## src/queue_ctx_pkg.sv

```systemverilog
package queue_ctx_pkg;

// host register window on pcie port 0
localparam int PCIE_ADDR_WIDTH = 64;
localparam int HOST_LINE_WIDTH = 512;

// each queue owns one 4 KiB page
localparam int PAGE_LSB = 12;
localparam int QUEUE_IDX_WIDTH = 4;

localparam int REG_WIDTH = 32;
localparam int REG_BYTES = REG_WIDTH / 8;

// word positions of the queue fields inside a host line
localparam int SLOT_COUNT = 4;
localparam int SLOT_TAIL = 0;
localparam int SLOT_HEAD = 1;
localparam int SLOT_ADDR_LO = 2;
localparam int SLOT_ADDR_HI = 3;

typedef logic [QUEUE_IDX_WIDTH-1:0] queue_idx_t;
typedef logic [REG_WIDTH-1:0] ring_ptr_t;
typedef logic [2*REG_WIDTH-1:0] kmem_addr_t;
typedef logic [REG_WIDTH-1:0] reg_word_t;
typedef logic [HOST_LINE_WIDTH-1:0] host_line_t;
typedef logic [HOST_LINE_WIDTH/8-1:0] byte_mask_t;

// one bit per queue field, indexed by slot number
typedef logic [SLOT_COUNT-1:0] slot_strobe_t;

typedef enum logic [1:0] {
    IDLE,
    WAIT_TABLE,
    SWITCH_QUEUE,
    WAIT_DMA
} switch_state_t;

endpackage

```

## src/queue_table_if.sv

```systemverilog
`timescale 1ns/1ps

// one access port of the queue table
interface queue_table_if;

queue_ctx_pkg::queue_idx_t   addr;
logic                        rd_en;
queue_ctx_pkg::slot_strobe_t wr_en;
queue_ctx_pkg::ring_ptr_t    wr_tail;
queue_ctx_pkg::ring_ptr_t    wr_head;
queue_ctx_pkg::reg_word_t    wr_addr_lo;
queue_ctx_pkg::reg_word_t    wr_addr_hi;
queue_ctx_pkg::ring_ptr_t    rd_tail;
queue_ctx_pkg::ring_ptr_t    rd_head;
queue_ctx_pkg::reg_word_t    rd_addr_lo;
queue_ctx_pkg::reg_word_t    rd_addr_hi;

modport user (
    output addr, rd_en, wr_en, wr_tail, wr_head, wr_addr_lo, wr_addr_hi,
    input  rd_tail, rd_head, rd_addr_lo, rd_addr_hi
);

modport tbl (
    input  addr, rd_en, wr_en, wr_tail, wr_head, wr_addr_lo, wr_addr_hi,
    output rd_tail, rd_head, rd_addr_lo, rd_addr_hi
);

modport monitor (
    input addr, rd_en, wr_en, wr_tail, wr_head, wr_addr_lo, wr_addr_hi,
    input rd_tail, rd_head, rd_addr_lo, rd_addr_hi
);

endinterface

// decoded host write, valid for the single cycle after the pcie strobe
interface host_write_if;

queue_ctx_pkg::queue_idx_t                                page;
queue_ctx_pkg::slot_strobe_t                              strobe;
queue_ctx_pkg::reg_word_t [queue_ctx_pkg::SLOT_COUNT-1:0] word;

modport source (output page, strobe, word);
modport sink (input page, strobe, word);

endinterface

```

## src/queue_table.sv

```systemverilog
`timescale 1ns/1ps

module queue_table #(
    parameter int QUEUE_COUNT  = 16,
    parameter int READ_LATENCY = 2
) (
    input logic        pcie_clk,
    queue_table_if.tbl port_a,
    queue_table_if.tbl port_b
);

localparam int PORTS = 2;

queue_ctx_pkg::queue_idx_t   addr [PORTS];
logic                        rd_en [PORTS];
queue_ctx_pkg::slot_strobe_t wr_en [PORTS];
queue_ctx_pkg::reg_word_t    wr_data [PORTS][queue_ctx_pkg::SLOT_COUNT];
queue_ctx_pkg::reg_word_t    rd_data [PORTS][queue_ctx_pkg::SLOT_COUNT];

// address stage, then READ_LATENCY-1 output stages
queue_ctx_pkg::queue_idx_t rd_addr_q [PORTS];
logic [READ_LATENCY-2:0]   rd_en_q [PORTS];

// gather both ports into arrays indexed by port and slot
assign addr[0] = port_a.addr;
assign addr[1] = port_b.addr;
assign rd_en[0] = port_a.rd_en;
assign rd_en[1] = port_b.rd_en;
assign wr_en[0] = port_a.wr_en;
assign wr_en[1] = port_b.wr_en;

assign wr_data[0][queue_ctx_pkg::SLOT_TAIL] = port_a.wr_tail;
assign wr_data[0][queue_ctx_pkg::SLOT_HEAD] = port_a.wr_head;
assign wr_data[0][queue_ctx_pkg::SLOT_ADDR_LO] = port_a.wr_addr_lo;
assign wr_data[0][queue_ctx_pkg::SLOT_ADDR_HI] = port_a.wr_addr_hi;
assign wr_data[1][queue_ctx_pkg::SLOT_TAIL] = port_b.wr_tail;
assign wr_data[1][queue_ctx_pkg::SLOT_HEAD] = port_b.wr_head;
assign wr_data[1][queue_ctx_pkg::SLOT_ADDR_LO] = port_b.wr_addr_lo;
assign wr_data[1][queue_ctx_pkg::SLOT_ADDR_HI] = port_b.wr_addr_hi;

assign port_a.rd_tail = rd_data[0][queue_ctx_pkg::SLOT_TAIL];
assign port_a.rd_head = rd_data[0][queue_ctx_pkg::SLOT_HEAD];
assign port_a.rd_addr_lo = rd_data[0][queue_ctx_pkg::SLOT_ADDR_LO];
assign port_a.rd_addr_hi = rd_data[0][queue_ctx_pkg::SLOT_ADDR_HI];
assign port_b.rd_tail = rd_data[1][queue_ctx_pkg::SLOT_TAIL];
assign port_b.rd_head = rd_data[1][queue_ctx_pkg::SLOT_HEAD];
assign port_b.rd_addr_lo = rd_data[1][queue_ctx_pkg::SLOT_ADDR_LO];
assign port_b.rd_addr_hi = rd_data[1][queue_ctx_pkg::SLOT_ADDR_HI];

always_ff @(posedge pcie_clk) begin
    for (int p = 0; p < PORTS; p++) begin
        if (rd_en[p]) begin
            rd_addr_q[p] <= addr[p];
        end
        rd_en_q[p][0] <= rd_en[p];
        for (int k = 1; k < READ_LATENCY - 1; k++) begin
            rd_en_q[p][k] <= rd_en_q[p][k-1];
        end
    end
end

for (genvar f = 0; f < queue_ctx_pkg::SLOT_COUNT; f++) begin : g_field
    queue_ctx_pkg::reg_word_t mem [QUEUE_COUNT];
    queue_ctx_pkg::reg_word_t stage_q [PORTS][READ_LATENCY-1];

    // stages only load on a read so the output holds between reads
    always_ff @(posedge pcie_clk) begin
        for (int p = 0; p < PORTS; p++) begin
            if (wr_en[p][f]) begin
                mem[addr[p]] <= wr_data[p][f];
            end
            if (rd_en_q[p][0]) begin
                stage_q[p][0] <= mem[rd_addr_q[p]];
            end
            for (int k = 1; k < READ_LATENCY - 1; k++) begin
                if (rd_en_q[p][k]) begin
                    stage_q[p][k] <= stage_q[p][k-1];
                end
            end
        end
    end

    for (genvar p = 0; p < PORTS; p++) begin : g_out
        assign rd_data[p][f] = stage_q[p][READ_LATENCY-2];
    end
end

endmodule

```

## src/host_reg_port.sv

```systemverilog
`timescale 1ns/1ps

module host_reg_port #(
    parameter int READ_LATENCY = 2
) (
    input  logic                                      pcie_clk,
    input  logic                                      pcie_reset_n,
    input  logic [queue_ctx_pkg::PCIE_ADDR_WIDTH-1:0] pcie_address_0,
    input  logic                                      pcie_write_0,
    input  logic                                      pcie_read_0,
    input  queue_ctx_pkg::host_line_t                 pcie_writedata_0,
    input  queue_ctx_pkg::byte_mask_t                 pcie_byteenable_0,
    output queue_ctx_pkg::host_line_t                 pcie_readdata_0,
    output logic                                      pcie_readdatavalid_0,
    queue_table_if.user                               tbl,
    host_write_if.source                              host_wr
);

queue_ctx_pkg::queue_idx_t                                page_idx;
queue_ctx_pkg::slot_strobe_t                              strobe_d;
queue_ctx_pkg::slot_strobe_t                              strobe_q;
queue_ctx_pkg::queue_idx_t                                page_q;
queue_ctx_pkg::reg_word_t [queue_ctx_pkg::SLOT_COUNT-1:0] word_q;
queue_ctx_pkg::queue_idx_t                                rd_page_q;
logic                                                     rd_pending;
logic                                                     rd_issue_q;
logic [READ_LATENCY-1:0]                                  rd_flight;

// every host address is a register page
assign page_idx = pcie_address_0[queue_ctx_pkg::PAGE_LSB +: queue_ctx_pkg::QUEUE_IDX_WIDTH];

// a slot counts as written only when all of its bytes are enabled
always_comb begin
    for (int s = 0; s < queue_ctx_pkg::SLOT_COUNT; s++) begin
        strobe_d[s] = pcie_write_0 &&
            (&pcie_byteenable_0[s*queue_ctx_pkg::REG_BYTES +: queue_ctx_pkg::REG_BYTES]);
    end
end

always_ff @(posedge pcie_clk) begin
    if (!pcie_reset_n) begin
        strobe_q <= '0;
    end else begin
        strobe_q <= strobe_d;
    end
end

always_ff @(posedge pcie_clk) begin
    if (pcie_write_0) begin
        page_q <= page_idx;
        word_q <= pcie_writedata_0[queue_ctx_pkg::SLOT_COUNT*queue_ctx_pkg::REG_WIDTH-1:0];
    end
end

assign host_wr.page = page_q;
assign host_wr.strobe = strobe_q;
assign host_wr.word = word_q;

// one read at a time, a host write holds it back
always_ff @(posedge pcie_clk) begin
    if (!pcie_reset_n) begin
        rd_pending <= 1'b0;
        rd_issue_q <= 1'b0;
        rd_flight <= '0;
    end else begin
        rd_issue_q <= 1'b0;
        if (!pcie_write_0 && (rd_pending || pcie_read_0)) begin
            rd_issue_q <= 1'b1;
            rd_pending <= 1'b0;
        end else if (pcie_read_0 && !rd_pending) begin
            rd_pending <= 1'b1;
        end
        rd_flight <= {rd_flight[READ_LATENCY-2:0], rd_issue_q};
    end
end

always_ff @(posedge pcie_clk) begin
    if (pcie_read_0 && !rd_pending) begin
        rd_page_q <= page_idx;
    end
end

// port b carries either the registered write or the read, never both
assign tbl.addr = rd_issue_q ? rd_page_q : page_q;
assign tbl.rd_en = rd_issue_q;
assign tbl.wr_tail = word_q[queue_ctx_pkg::SLOT_TAIL];
assign tbl.wr_head = word_q[queue_ctx_pkg::SLOT_HEAD];
assign tbl.wr_addr_lo = word_q[queue_ctx_pkg::SLOT_ADDR_LO];
assign tbl.wr_addr_hi = word_q[queue_ctx_pkg::SLOT_ADDR_HI];

always_comb begin
    tbl.wr_en = strobe_q;
    // the table tail is owned by the dma side
    tbl.wr_en[queue_ctx_pkg::SLOT_TAIL] = 1'b0;
end

always_comb begin
    pcie_readdata_0 = '0;
    pcie_readdata_0[queue_ctx_pkg::SLOT_TAIL*queue_ctx_pkg::REG_WIDTH +:
        queue_ctx_pkg::REG_WIDTH] = tbl.rd_tail;
    pcie_readdata_0[queue_ctx_pkg::SLOT_HEAD*queue_ctx_pkg::REG_WIDTH +:
        queue_ctx_pkg::REG_WIDTH] = tbl.rd_head;
    pcie_readdata_0[queue_ctx_pkg::SLOT_ADDR_LO*queue_ctx_pkg::REG_WIDTH +:
        queue_ctx_pkg::REG_WIDTH] = tbl.rd_addr_lo;
    pcie_readdata_0[queue_ctx_pkg::SLOT_ADDR_HI*queue_ctx_pkg::REG_WIDTH +:
        queue_ctx_pkg::REG_WIDTH] = tbl.rd_addr_hi;
end

assign pcie_readdatavalid_0 = rd_flight[READ_LATENCY-1];

endmodule

```

## src/bram_wait_timer.sv

```systemverilog
`timescale 1ns/1ps

module bram_wait_timer #(
    parameter int READ_LATENCY = 2
) (
    input  logic pcie_clk,
    input  logic pcie_reset_n,
    input  logic start,
    output logic done
);

localparam int COUNT_WIDTH = $clog2(READ_LATENCY + 1);

logic [COUNT_WIDTH-1:0] count;

always_ff @(posedge pcie_clk) begin
    if (!pcie_reset_n) begin
        count <= '0;
    end else if (start) begin
        count <= COUNT_WIDTH'(READ_LATENCY);
    end else if (count != '0) begin
        count <= count - 1'b1;
    end
end

// high in the last waiting cycle, the count steps to zero at its end
assign done = (count == COUNT_WIDTH'(1));

endmodule

```

## src/queue_switch_fsm.sv

```systemverilog
`timescale 1ns/1ps

module queue_switch_fsm (
    input  logic                       pcie_clk,
    input  logic                       pcie_reset_n,
    input  logic                       dma_start,
    input  queue_ctx_pkg::queue_idx_t  dma_queue,
    input  logic                       dma_done,
    input  queue_ctx_pkg::ring_ptr_t   new_tail,
    output logic                       queue_ready,
    output queue_ctx_pkg::queue_idx_t  active_queue,
    output queue_ctx_pkg::ring_ptr_t   active_tail,
    output queue_ctx_pkg::ring_ptr_t   active_head,
    output queue_ctx_pkg::kmem_addr_t  active_kmem_addr,
    queue_table_if.user                tbl,
    host_write_if.sink                 host_wr,
    output logic                       timer_start,
    input  logic                       timer_done
);

queue_ctx_pkg::switch_state_t state;
queue_ctx_pkg::queue_idx_t    next_queue;
logic                         host_hit;

assign host_hit = (host_wr.page == active_queue);

// the timer starts together with the table read of the new queue
assign timer_start = (state == queue_ctx_pkg::IDLE) && dma_start &&
    (dma_queue != active_queue);

// port a only writes back tails
assign tbl.wr_head = '0;
assign tbl.wr_addr_lo = '0;
assign tbl.wr_addr_hi = '0;

always_ff @(posedge pcie_clk) begin
    if (!pcie_reset_n) begin
        state <= queue_ctx_pkg::IDLE;
        queue_ready <= 1'b0;
        active_queue <= '0;
        active_tail <= '0;
        active_head <= '0;
        active_kmem_addr <= '0;
        tbl.rd_en <= 1'b0;
        tbl.wr_en <= '0;
    end else begin
        tbl.rd_en <= 1'b0;
        tbl.wr_en <= '0;

        // host updates to the active page go straight into the live context
        if (host_hit) begin
            if (host_wr.strobe[queue_ctx_pkg::SLOT_TAIL]) begin
                active_tail <= host_wr.word[queue_ctx_pkg::SLOT_TAIL];
            end
            if (host_wr.strobe[queue_ctx_pkg::SLOT_HEAD]) begin
                active_head <= host_wr.word[queue_ctx_pkg::SLOT_HEAD];
            end
            if (host_wr.strobe[queue_ctx_pkg::SLOT_ADDR_LO]) begin
                active_kmem_addr[queue_ctx_pkg::REG_WIDTH-1:0] <=
                    host_wr.word[queue_ctx_pkg::SLOT_ADDR_LO];
            end
            if (host_wr.strobe[queue_ctx_pkg::SLOT_ADDR_HI]) begin
                active_kmem_addr[2*queue_ctx_pkg::REG_WIDTH-1:queue_ctx_pkg::REG_WIDTH] <=
                    host_wr.word[queue_ctx_pkg::SLOT_ADDR_HI];
            end
        end

        case (state)
            queue_ctx_pkg::IDLE: begin
                if (dma_start) begin
                    if (dma_queue != active_queue) begin
                        tbl.addr <= dma_queue;
                        tbl.rd_en <= 1'b1;
                        next_queue <= dma_queue;
                        state <= queue_ctx_pkg::WAIT_TABLE;
                    end else begin
                        queue_ready <= 1'b1;
                        state <= queue_ctx_pkg::WAIT_DMA;
                    end
                end
            end
            queue_ctx_pkg::WAIT_TABLE: begin
                if (timer_done) begin
                    state <= queue_ctx_pkg::SWITCH_QUEUE;
                end
            end
            queue_ctx_pkg::SWITCH_QUEUE: begin
                active_tail <= tbl.rd_tail;
                active_head <= tbl.rd_head;
                active_kmem_addr <= {tbl.rd_addr_hi, tbl.rd_addr_lo};
                active_queue <= next_queue;
                queue_ready <= 1'b1;
                state <= queue_ctx_pkg::WAIT_DMA;
            end
            queue_ctx_pkg::WAIT_DMA: begin
                // overrides a host tail write in the same cycle
                if (dma_done) begin
                    active_tail <= new_tail;
                    tbl.addr <= active_queue;
                    tbl.wr_tail <= new_tail;
                    tbl.wr_en[queue_ctx_pkg::SLOT_TAIL] <= 1'b1;
                    queue_ready <= 1'b0;
                    state <= queue_ctx_pkg::IDLE;
                end
            end
            default: state <= queue_ctx_pkg::IDLE;
        endcase
    end
end

endmodule

```

## src/queue_ctx_top.sv

```systemverilog
`timescale 1ns/1ps

module queue_ctx_top #(
    parameter int QUEUE_COUNT  = 16,
    parameter int READ_LATENCY = 2
) (
    input  logic                                      pcie_clk,
    input  logic                                      pcie_reset_n,

    // host register window
    input  logic [queue_ctx_pkg::PCIE_ADDR_WIDTH-1:0] pcie_address_0,
    input  logic                                      pcie_write_0,
    input  logic                                      pcie_read_0,
    input  queue_ctx_pkg::host_line_t                 pcie_writedata_0,
    input  queue_ctx_pkg::byte_mask_t                 pcie_byteenable_0,
    output queue_ctx_pkg::host_line_t                 pcie_readdata_0,
    output logic                                      pcie_readdatavalid_0,

    // dma engine side
    input  logic                                      dma_start,
    input  queue_ctx_pkg::queue_idx_t                 dma_queue,
    input  logic                                      dma_done,
    input  queue_ctx_pkg::ring_ptr_t                  new_tail,
    output logic                                      queue_ready,
    output queue_ctx_pkg::queue_idx_t                 active_queue,
    output queue_ctx_pkg::ring_ptr_t                  active_tail,
    output queue_ctx_pkg::ring_ptr_t                  active_head,
    output queue_ctx_pkg::kmem_addr_t                 active_kmem_addr
);

if (QUEUE_COUNT > (1 << queue_ctx_pkg::QUEUE_IDX_WIDTH)) begin : g_depth_check
    $error("QUEUE_COUNT does not fit the queue index width");
end

if (READ_LATENCY < 2) begin : g_latency_check
    $error("READ_LATENCY must be at least 2");
end

logic timer_start;
logic timer_done;

queue_table_if port_a ();
queue_table_if port_b ();
host_write_if  host_wr ();

queue_table #(
    .QUEUE_COUNT  (QUEUE_COUNT),
    .READ_LATENCY (READ_LATENCY)
) queue_table_inst (
    .pcie_clk (pcie_clk),
    .port_a   (port_a.tbl),
    .port_b   (port_b.tbl)
);

host_reg_port #(
    .READ_LATENCY (READ_LATENCY)
) host_reg_port_inst (
    .pcie_clk             (pcie_clk),
    .pcie_reset_n         (pcie_reset_n),
    .pcie_address_0       (pcie_address_0),
    .pcie_write_0         (pcie_write_0),
    .pcie_read_0          (pcie_read_0),
    .pcie_writedata_0     (pcie_writedata_0),
    .pcie_byteenable_0    (pcie_byteenable_0),
    .pcie_readdata_0      (pcie_readdata_0),
    .pcie_readdatavalid_0 (pcie_readdatavalid_0),
    .tbl                  (port_b.user),
    .host_wr              (host_wr.source)
);

bram_wait_timer #(
    .READ_LATENCY (READ_LATENCY)
) bram_wait_timer_inst (
    .pcie_clk     (pcie_clk),
    .pcie_reset_n (pcie_reset_n),
    .start        (timer_start),
    .done         (timer_done)
);

queue_switch_fsm queue_switch_fsm_inst (
    .pcie_clk         (pcie_clk),
    .pcie_reset_n     (pcie_reset_n),
    .dma_start        (dma_start),
    .dma_queue        (dma_queue),
    .dma_done         (dma_done),
    .new_tail         (new_tail),
    .queue_ready      (queue_ready),
    .active_queue     (active_queue),
    .active_tail      (active_tail),
    .active_head      (active_head),
    .active_kmem_addr (active_kmem_addr),
    .tbl              (port_a.user),
    .host_wr          (host_wr.sink),
    .timer_start      (timer_start),
    .timer_done       (timer_done)
);

endmodule

```

## config.mk

```make
export PLATFORM = sky130hd
export DESIGN_NAME = queue_ctx_top
export DESIGN_NICKNAME = d
export VERILOG_FILES = /design/src/queue_ctx_pkg.sv /design/src/queue_table_if.sv /design/src/queue_table.sv /design/src/host_reg_port.sv /design/src/bram_wait_timer.sv /design/src/queue_switch_fsm.sv /design/src/queue_ctx_top.sv
export SDC_FILE = /design/constraint.sdc
export NUM_CORES = 2
export LEC_CHECK = 0
export BUFFER_PORTS_ARGS = -buffer_cell sky130_fd_sc_hd__buf_2
export CAP_MARGIN = 5
export CORE_MARGIN = 2
export CORE_UTILIZATION = 40
export CTS_CLUSTER_DIAMETER = 40
export DETAILED_ROUTE_END_ITERATION = 8
export SKIP_CTS_REPAIR_TIMING = 1
export SYNTH_ARGS = -nofsm -noshare
export SYNTH_HDL_FRONTEND = slang
export SYNTH_SLANG_ARGS = --single-unit
export TNS_END_PERCENT = 20
```

## constraint.sdc

```tcl
create_clock -name pcie_clk -period 8.9 [get_ports pcie_clk]
set_clock_uncertainty 0.15 [all_clocks]
set_input_delay 0 -clock pcie_clk [delete_from_list [all_inputs] [get_ports pcie_clk]]
set_output_delay 0 -clock pcie_clk [all_outputs]
set_load 0.01 [all_outputs]
```

### Yosys cells after proc, flatten, opt, wreduce, memory -nomap -nowiden

Memory sizes are Yosys's and may differ from the RTL's.
Index checks and enable logic that the tools add are counted.

* add/subtract/negate cells: 1
* equality and inequality tests: 11
* multiplexer cells: 52
* bitwise logic cells: 1
* reductions and logical operators: 36

Operators with widths (number)
* 2-to-1 mux 32 bit: 8
* 2-to-1 mux 64 bit: 2
* case mux 32 bit (2 select lines): 1
* 2-to-1 mux 1 bit: 28
* AND reduction 4 bit: 6
* 2-to-1 mux 4 bit: 4
* nonzero test 2 bit: 7
* 2-to-1 mux 2 bit: 6
* inequality test 2 bit, second input constant: 5
* AND reduction 3 bit: 3
* logical AND 1 bit: 8
* case mux 2 bit (4 select lines): 1
* case mux 4 bit (2 select lines): 1
* AND reduction 2 bit: 4
* AND reduction 5 bit: 1
* equality test 2 x 1 -> 1 bit, second input constant: 2
* equality test 2 bit, second input constant: 2
* equality test 4 bit: 1
* inequality test 4 bit: 1
* OR reduction 2 bit: 2
* case mux 1 bit (3 select lines): 1
* nonzero test 3 bit: 1
* logical NOT 1 bit: 2
* logical NOT 2 bit: 1
* other kinds (3): 3

* bits in registers: 326
* bits in writable memories: 2314
* output and inout bits: 646
* word-level logic and storage cells: 136
* memories: 10

Memory list
* queue_table_inst.g_field[0].mem: words 16, width 32, read ports 2, clocked after Yosys merged registers in 0, write ports 1, RTL line queue_table.sv:63 `queue_ctx_pkg::reg_word_t mem [QUEUE_COUNT];`
* queue_table_inst.g_field[1].mem: words 16, width 32, read ports 2, clocked after Yosys merged registers in 0, write ports 2, RTL line queue_table.sv:63
* queue_table_inst.g_field[2].mem: words 16, width 32, read ports 2, clocked after Yosys merged registers in 0, write ports 2, RTL line queue_table.sv:63
* queue_table_inst.g_field[3].mem: words 16, width 32, read ports 2, clocked after Yosys merged registers in 0, write ports 2, RTL line queue_table.sv:63
* queue_table_inst.g_field[0].stage_q: words 2, width 32, read ports 2, clocked after Yosys merged registers in 0, write ports 2, RTL line queue_table.sv:64 `queue_ctx_pkg::reg_word_t stage_q [PORTS][READ_LATENCY-1];`
* queue_table_inst.g_field[1].stage_q: words 2, width 32, read ports 2, clocked after Yosys merged registers in 0, write ports 2, RTL line queue_table.sv:64
* +4 memories

### Logic depth before layout (Yosys ltp)

* depth after elaboration: 4
* depth in mapped cells: 8

### Hierarchy

From an unflattened synthesis, not the netlist that was laid out.

* cells, all modules: 8767
* area total of the unflattened synthesis: 144686.3 um^2

By module, submodules not included
* queue_table: times used 1, cells each 6998, area each 126075.9 um^2, seq. area each 69466.6 um^2
* queue_switch_fsm: times used 1, cells each 955, area each 9335.2 um^2, seq. area each 3943.8 um^2
* host_reg_port: times used 1, cells each 808, area each 9205.1 um^2, seq. area each 4244.1 um^2
* bram_wait_timer: times used 1, cells each 6, area each 70.1 um^2, seq. area each 40.0 um^2

### Least setup slack after synthesis

OpenSTA, ideal clock, no wires.

* path type: reg2reg
* start point: reg queue_switch_fsm_inst.tbl.addr[3]
* end point: mem queue_table_inst.g_field[0].mem[0][0] (netlist name), enable pin
* setup time: 0.461 ns
* data arrival time: 3.137 ns
* required time: 8.289 ns
* slack: 5.152 ns
* stages on the path, launching flop included: 3
* path buffers: 0
* clock period less this slack: 3.748 ns
* cell sequence: edfxtp_1 -> or3b_2 -> nor3_1

RTL lines
* start: declaration: RTL line queue_table_if.sv:19 `output addr, rd_en, wr_en, wr_tail, wr_head, wr_addr_lo, wr_addr_hi,`
* start signal: assignment: RTL line queue_switch_fsm.sv:72 `tbl.addr <= dma_queue;`
* start signal: assignment: RTL line queue_switch_fsm.sv:99 `tbl.addr <= active_queue;`
* end: declaration: RTL line queue_table.sv:63

No word-level cell before the write port.

==> summary by stage <==
Route
The routed wirelength normalized by instance count is 30.5 um. The remaining antenna violation count after routing is 0. The routed via count divided by cell count is 5.78. The via total after detailed routing is 63.0k. For this run, the detailed router's first-pass iteration total came to 5. The iteration-0 DRC count of the detailed router is 7,107.

The number of remaining DRC errors is 0. For this block, the routed nets add up to 333,000 um of wire.

Timing
For this run, the top clock speed supported by timing is 0.243 GHz. The final hold violation count is 4. In the finished design, the share of the clock period the worst path needs comes to 46.3%. The number of slew-limit violations in the final report is 0. The measured slew at the worst slew-check pin is 1.33 ns. Counting I/O delays and the setup requirement, the final critical path takes 4.12 ns. Setup repair after global routing left no endpoint under its margin.

The worst-case setup margin in the final layout is 4.78 ns. The tightest hold margin is -0.0476 ns. The final count of negative-setup-slack endpoints is 0. The worst max-slew margin expressed relative to the limit is 11.5%.

The setup total negative slack is 0 ns.

Floorplan
Once the floorplan was initialized, standard cells occupied 40.2% of the core. The floorplan step defined a die boundary enclosing 296,000 um2. The total number of placement rows is 198. The core region is 291,000 um2. In this run the horizontal extent of the chip is 544 um.

The top-level port count is 1,328. In this run the vertical extent of the chip is 544 um.

GRT
The initial antenna violation count is 28. Global routing used 21.9% of the available tracks. The first-pass GRT wire length is 464,000 um. Summed over all layers, the global routing overflow is 0. Entering global routing, the biggest net connects 127 pins. The via count of the first global-routing pass came to 63.3k.

CTS
The number of clock buffers inserted by TritonCTS is 397. The clock tree buffer depth is 4. The TritonCTS clock tree is done. The clock net in this run drives a total of 2,637 sinks. The depth of the CTS H-tree is 5. At the later pin of the worst-skew pair, clock insertion delay measures 0.93 ns.

The clock input transition at the sequential cells of the worst setup and hold paths is 0.05 ns. In this run the clock root is driven by a clkbuf_16.

Placement
The cell area reported after detailed placement is 122,000 um2. Timing analysis after detailed placement gives a worst setup slack of 4.60 ns. The number of placed cells counting well taps is 9,788.

Routability-driven placement finished with a final weighted congestion of 0.753. After legalization and detailed placement, the total HPWL measured 176,000 um. The number of port buffers is 451.

Finish
The register with the most flip-flops in the layout has 2,048 of them. Once layout is done, the placed cells without fillers occupy 140,000 um2. The layout overhead on the synthesized area is 19.8%. The net count reported at finish is 7,337.

The number of standard cells in the final layout excluding fillers is 10.9k. Cells with a size suffix above 1 make up 37.8% of the layout.

Yosys
In the post-synthesis netlist, the biggest area contributors are edfxtp_1 64%, mux4_2 23%, buf_4 2.8%. The number of enable-type register cells in the synthesized netlist is 2,488. The portion of the post-synthesis area used by sequential elements is 66.6%. The dominant cell by count in the synthesized netlist is edfxtp_1.

In the synthesized netlist, the cells that appear most often are 2,488 x edfxtp_1, 1,187 x mux4_2, 439 x buf_4. Averaged over all synthesized cells, the footprint is 20.5 um2. Synthesis handed over a netlist of 5,701 instances. The largest area contributor in the synthesized netlist is edfxtp_1.

The post-synth design cell area is 117,000 um2. The yosys synthesis warning count is 0. Among all flip-flop cells after synthesis, the most frequent one is edfxtp_1.

Of all flip-flops after synthesis, the portion carrying an async set or reset was 0%. Yosys mapped the design onto 40 distinct sky130hd cell types. The share of Yosys cell area claimed by the top area cell type is 64.0%. Counting flops and latches in the post-synthesis netlist gives 2,637.

Power
The analysis attributes to cell leakage a power of 46.8 nW. The analysis attributes to net switching a power of 8.50 mW. The part of the total power dissipated in combinational logic is 10.7%. VDD sags by at most 0.180 mV.

The final total power is 34.4 mW. The share of power burned in registers is 42.0%. The clock network is responsible for 47.3% of the overall power. Cell internal power was estimated by the tool at 25.9 mW. In this run switching power makes up 24.7% of total power. In this run the power density over the cells is 246 nW/um2.

Worst setup path
The startpoint of the worst register-to-register path is queue_table_inst.rd_addr_q[0][4]. The classification of the worst setup path is flip-flop to flip-flop. The setup slack of the most critical reg-to-reg path is 4.78 ns. The endpoint kind of the worst setup timing path is a flip-flop. The required time reported for the critical path endpoint is 9.39 ns. For the worst setup path, the data arrival time is 4.61 ns. The peak fanout along the critical path is 40. The critical path starts at queue_table_inst.rd_addr_q[0][4]. STA classifies the critical path startpoint as a flip-flop.

Run status
The final reports fail on negative hold slack. The flow ran to the end, but the final reports show violations.

Min path
In this run the most critical hold path is launched from pcie_byteenable_0[4]. The worst min-delay path class is input pin to flip-flop.

Flow run
The max-capacitance violation count is 0.
[final cells by class]
type	count	area (um2)
timing repair buffer	952	7170
sequential	2637	77700
inverter	12	45.0
clock inverter	298	3710
multi-input combinational	2650	35900
clock buffer	444	10400
fill	23771	151000
antenna	5	12.5
tap	3900	4880
[kinds of logic (layout without fill, tap and decap cells)]
family,after synthesis,after routing,synth area share [%]
compound gates,371,371,1.98
buf+inv,797,1706,4.15
simple gates,401,401,1.66
xor+xnor,8,8,0.0600
mux,1481,1481,25.5
fa+ha+maj,5,5,0.0536
flops,2637,2637,66.6
other cells,1,389,0.00321
[worst max-delay path, cell delays in order, from the launching register on]
cell      delay (ns)
edfxtp_1        0.97
buf_4           0.83
buf_4           0.66
mux4_2          0.59
mux4_2          0.56
[cells in the final DEF, fill, tap and decap left out, types with 36 or more instances in the layout]
| cell type | count |
|---|---|
| clkinv_2 | 36 |
| clkinvlp_4 | 55 |
| dlygate4sd3_1 | 363 |
| conb_1 | 384 |
| buf_4 | 120 |
| inv_6 | 51 |
| nor2b_1 | 96 |
| edfxtp_1 | 2488 |
| a211oi_1 | 95 |
| mux4_2 | 1187 |
| mux2i_1 | 194 |
| o21ai_0 | 70 |
| a21oi_1 | 126 |
| dfxtp_1 | 147 |
| nand2_1 | 199 |
| buf_2 | 449 |
| mux2_2 | 100 |
| bufinv_16 | 56 |
| clkbuf_16 | 404 |
| and3_2 | 37 |
[power by group through the flow]
stage	Combinational (mW)	Clock, mW	Sequential, mW
final	3.68	16.3	14.4
after global routing	3.91	17.1	14.5
after CTS	3.59	16.5	14.4
after detailed placement	3.58	0	14.7
after global placement	3.57	0	14.6
after floorplan	2.46	0	14.6
[routing by layer]
| metal | wire length (um) | GRT usage, % |
|---|---|---|
| met5 | 105 | 0 |
| met4 | 7310 | 6.03 |
| met3 | 27400 | 4.63 |
| met2 | 162000 | 35.2 |
| met1 | 136000 | 30.4 |
[path summary, 6_finish.rpt]
kind | to | cells past startpoint
min | host_reg_port_inst.host_wr.strobe[1] | 4
min reg2reg | queue_table_inst.rd_en_q[0][0] | 0
max reg2reg | queue_table_inst.g_field[2].stage_q[0][50] | 4
max | queue_table_inst.g_field[2].stage_q[0][50] | 4
[through the flow]
stage / utilization, % / hold WS, ns
2_1_floorplan: - / -0.0732
3_5_place_dp: 42.0 / 0.0281
6_report: 48.1 / -0.0476
5_1_grt: 48.1 / 0.0151
3_3_place_gp: 42.0 / 0.0266
4_1_cts: 46.9 / -1.00
No activity file was read; power rests on OpenSTA's default activity.
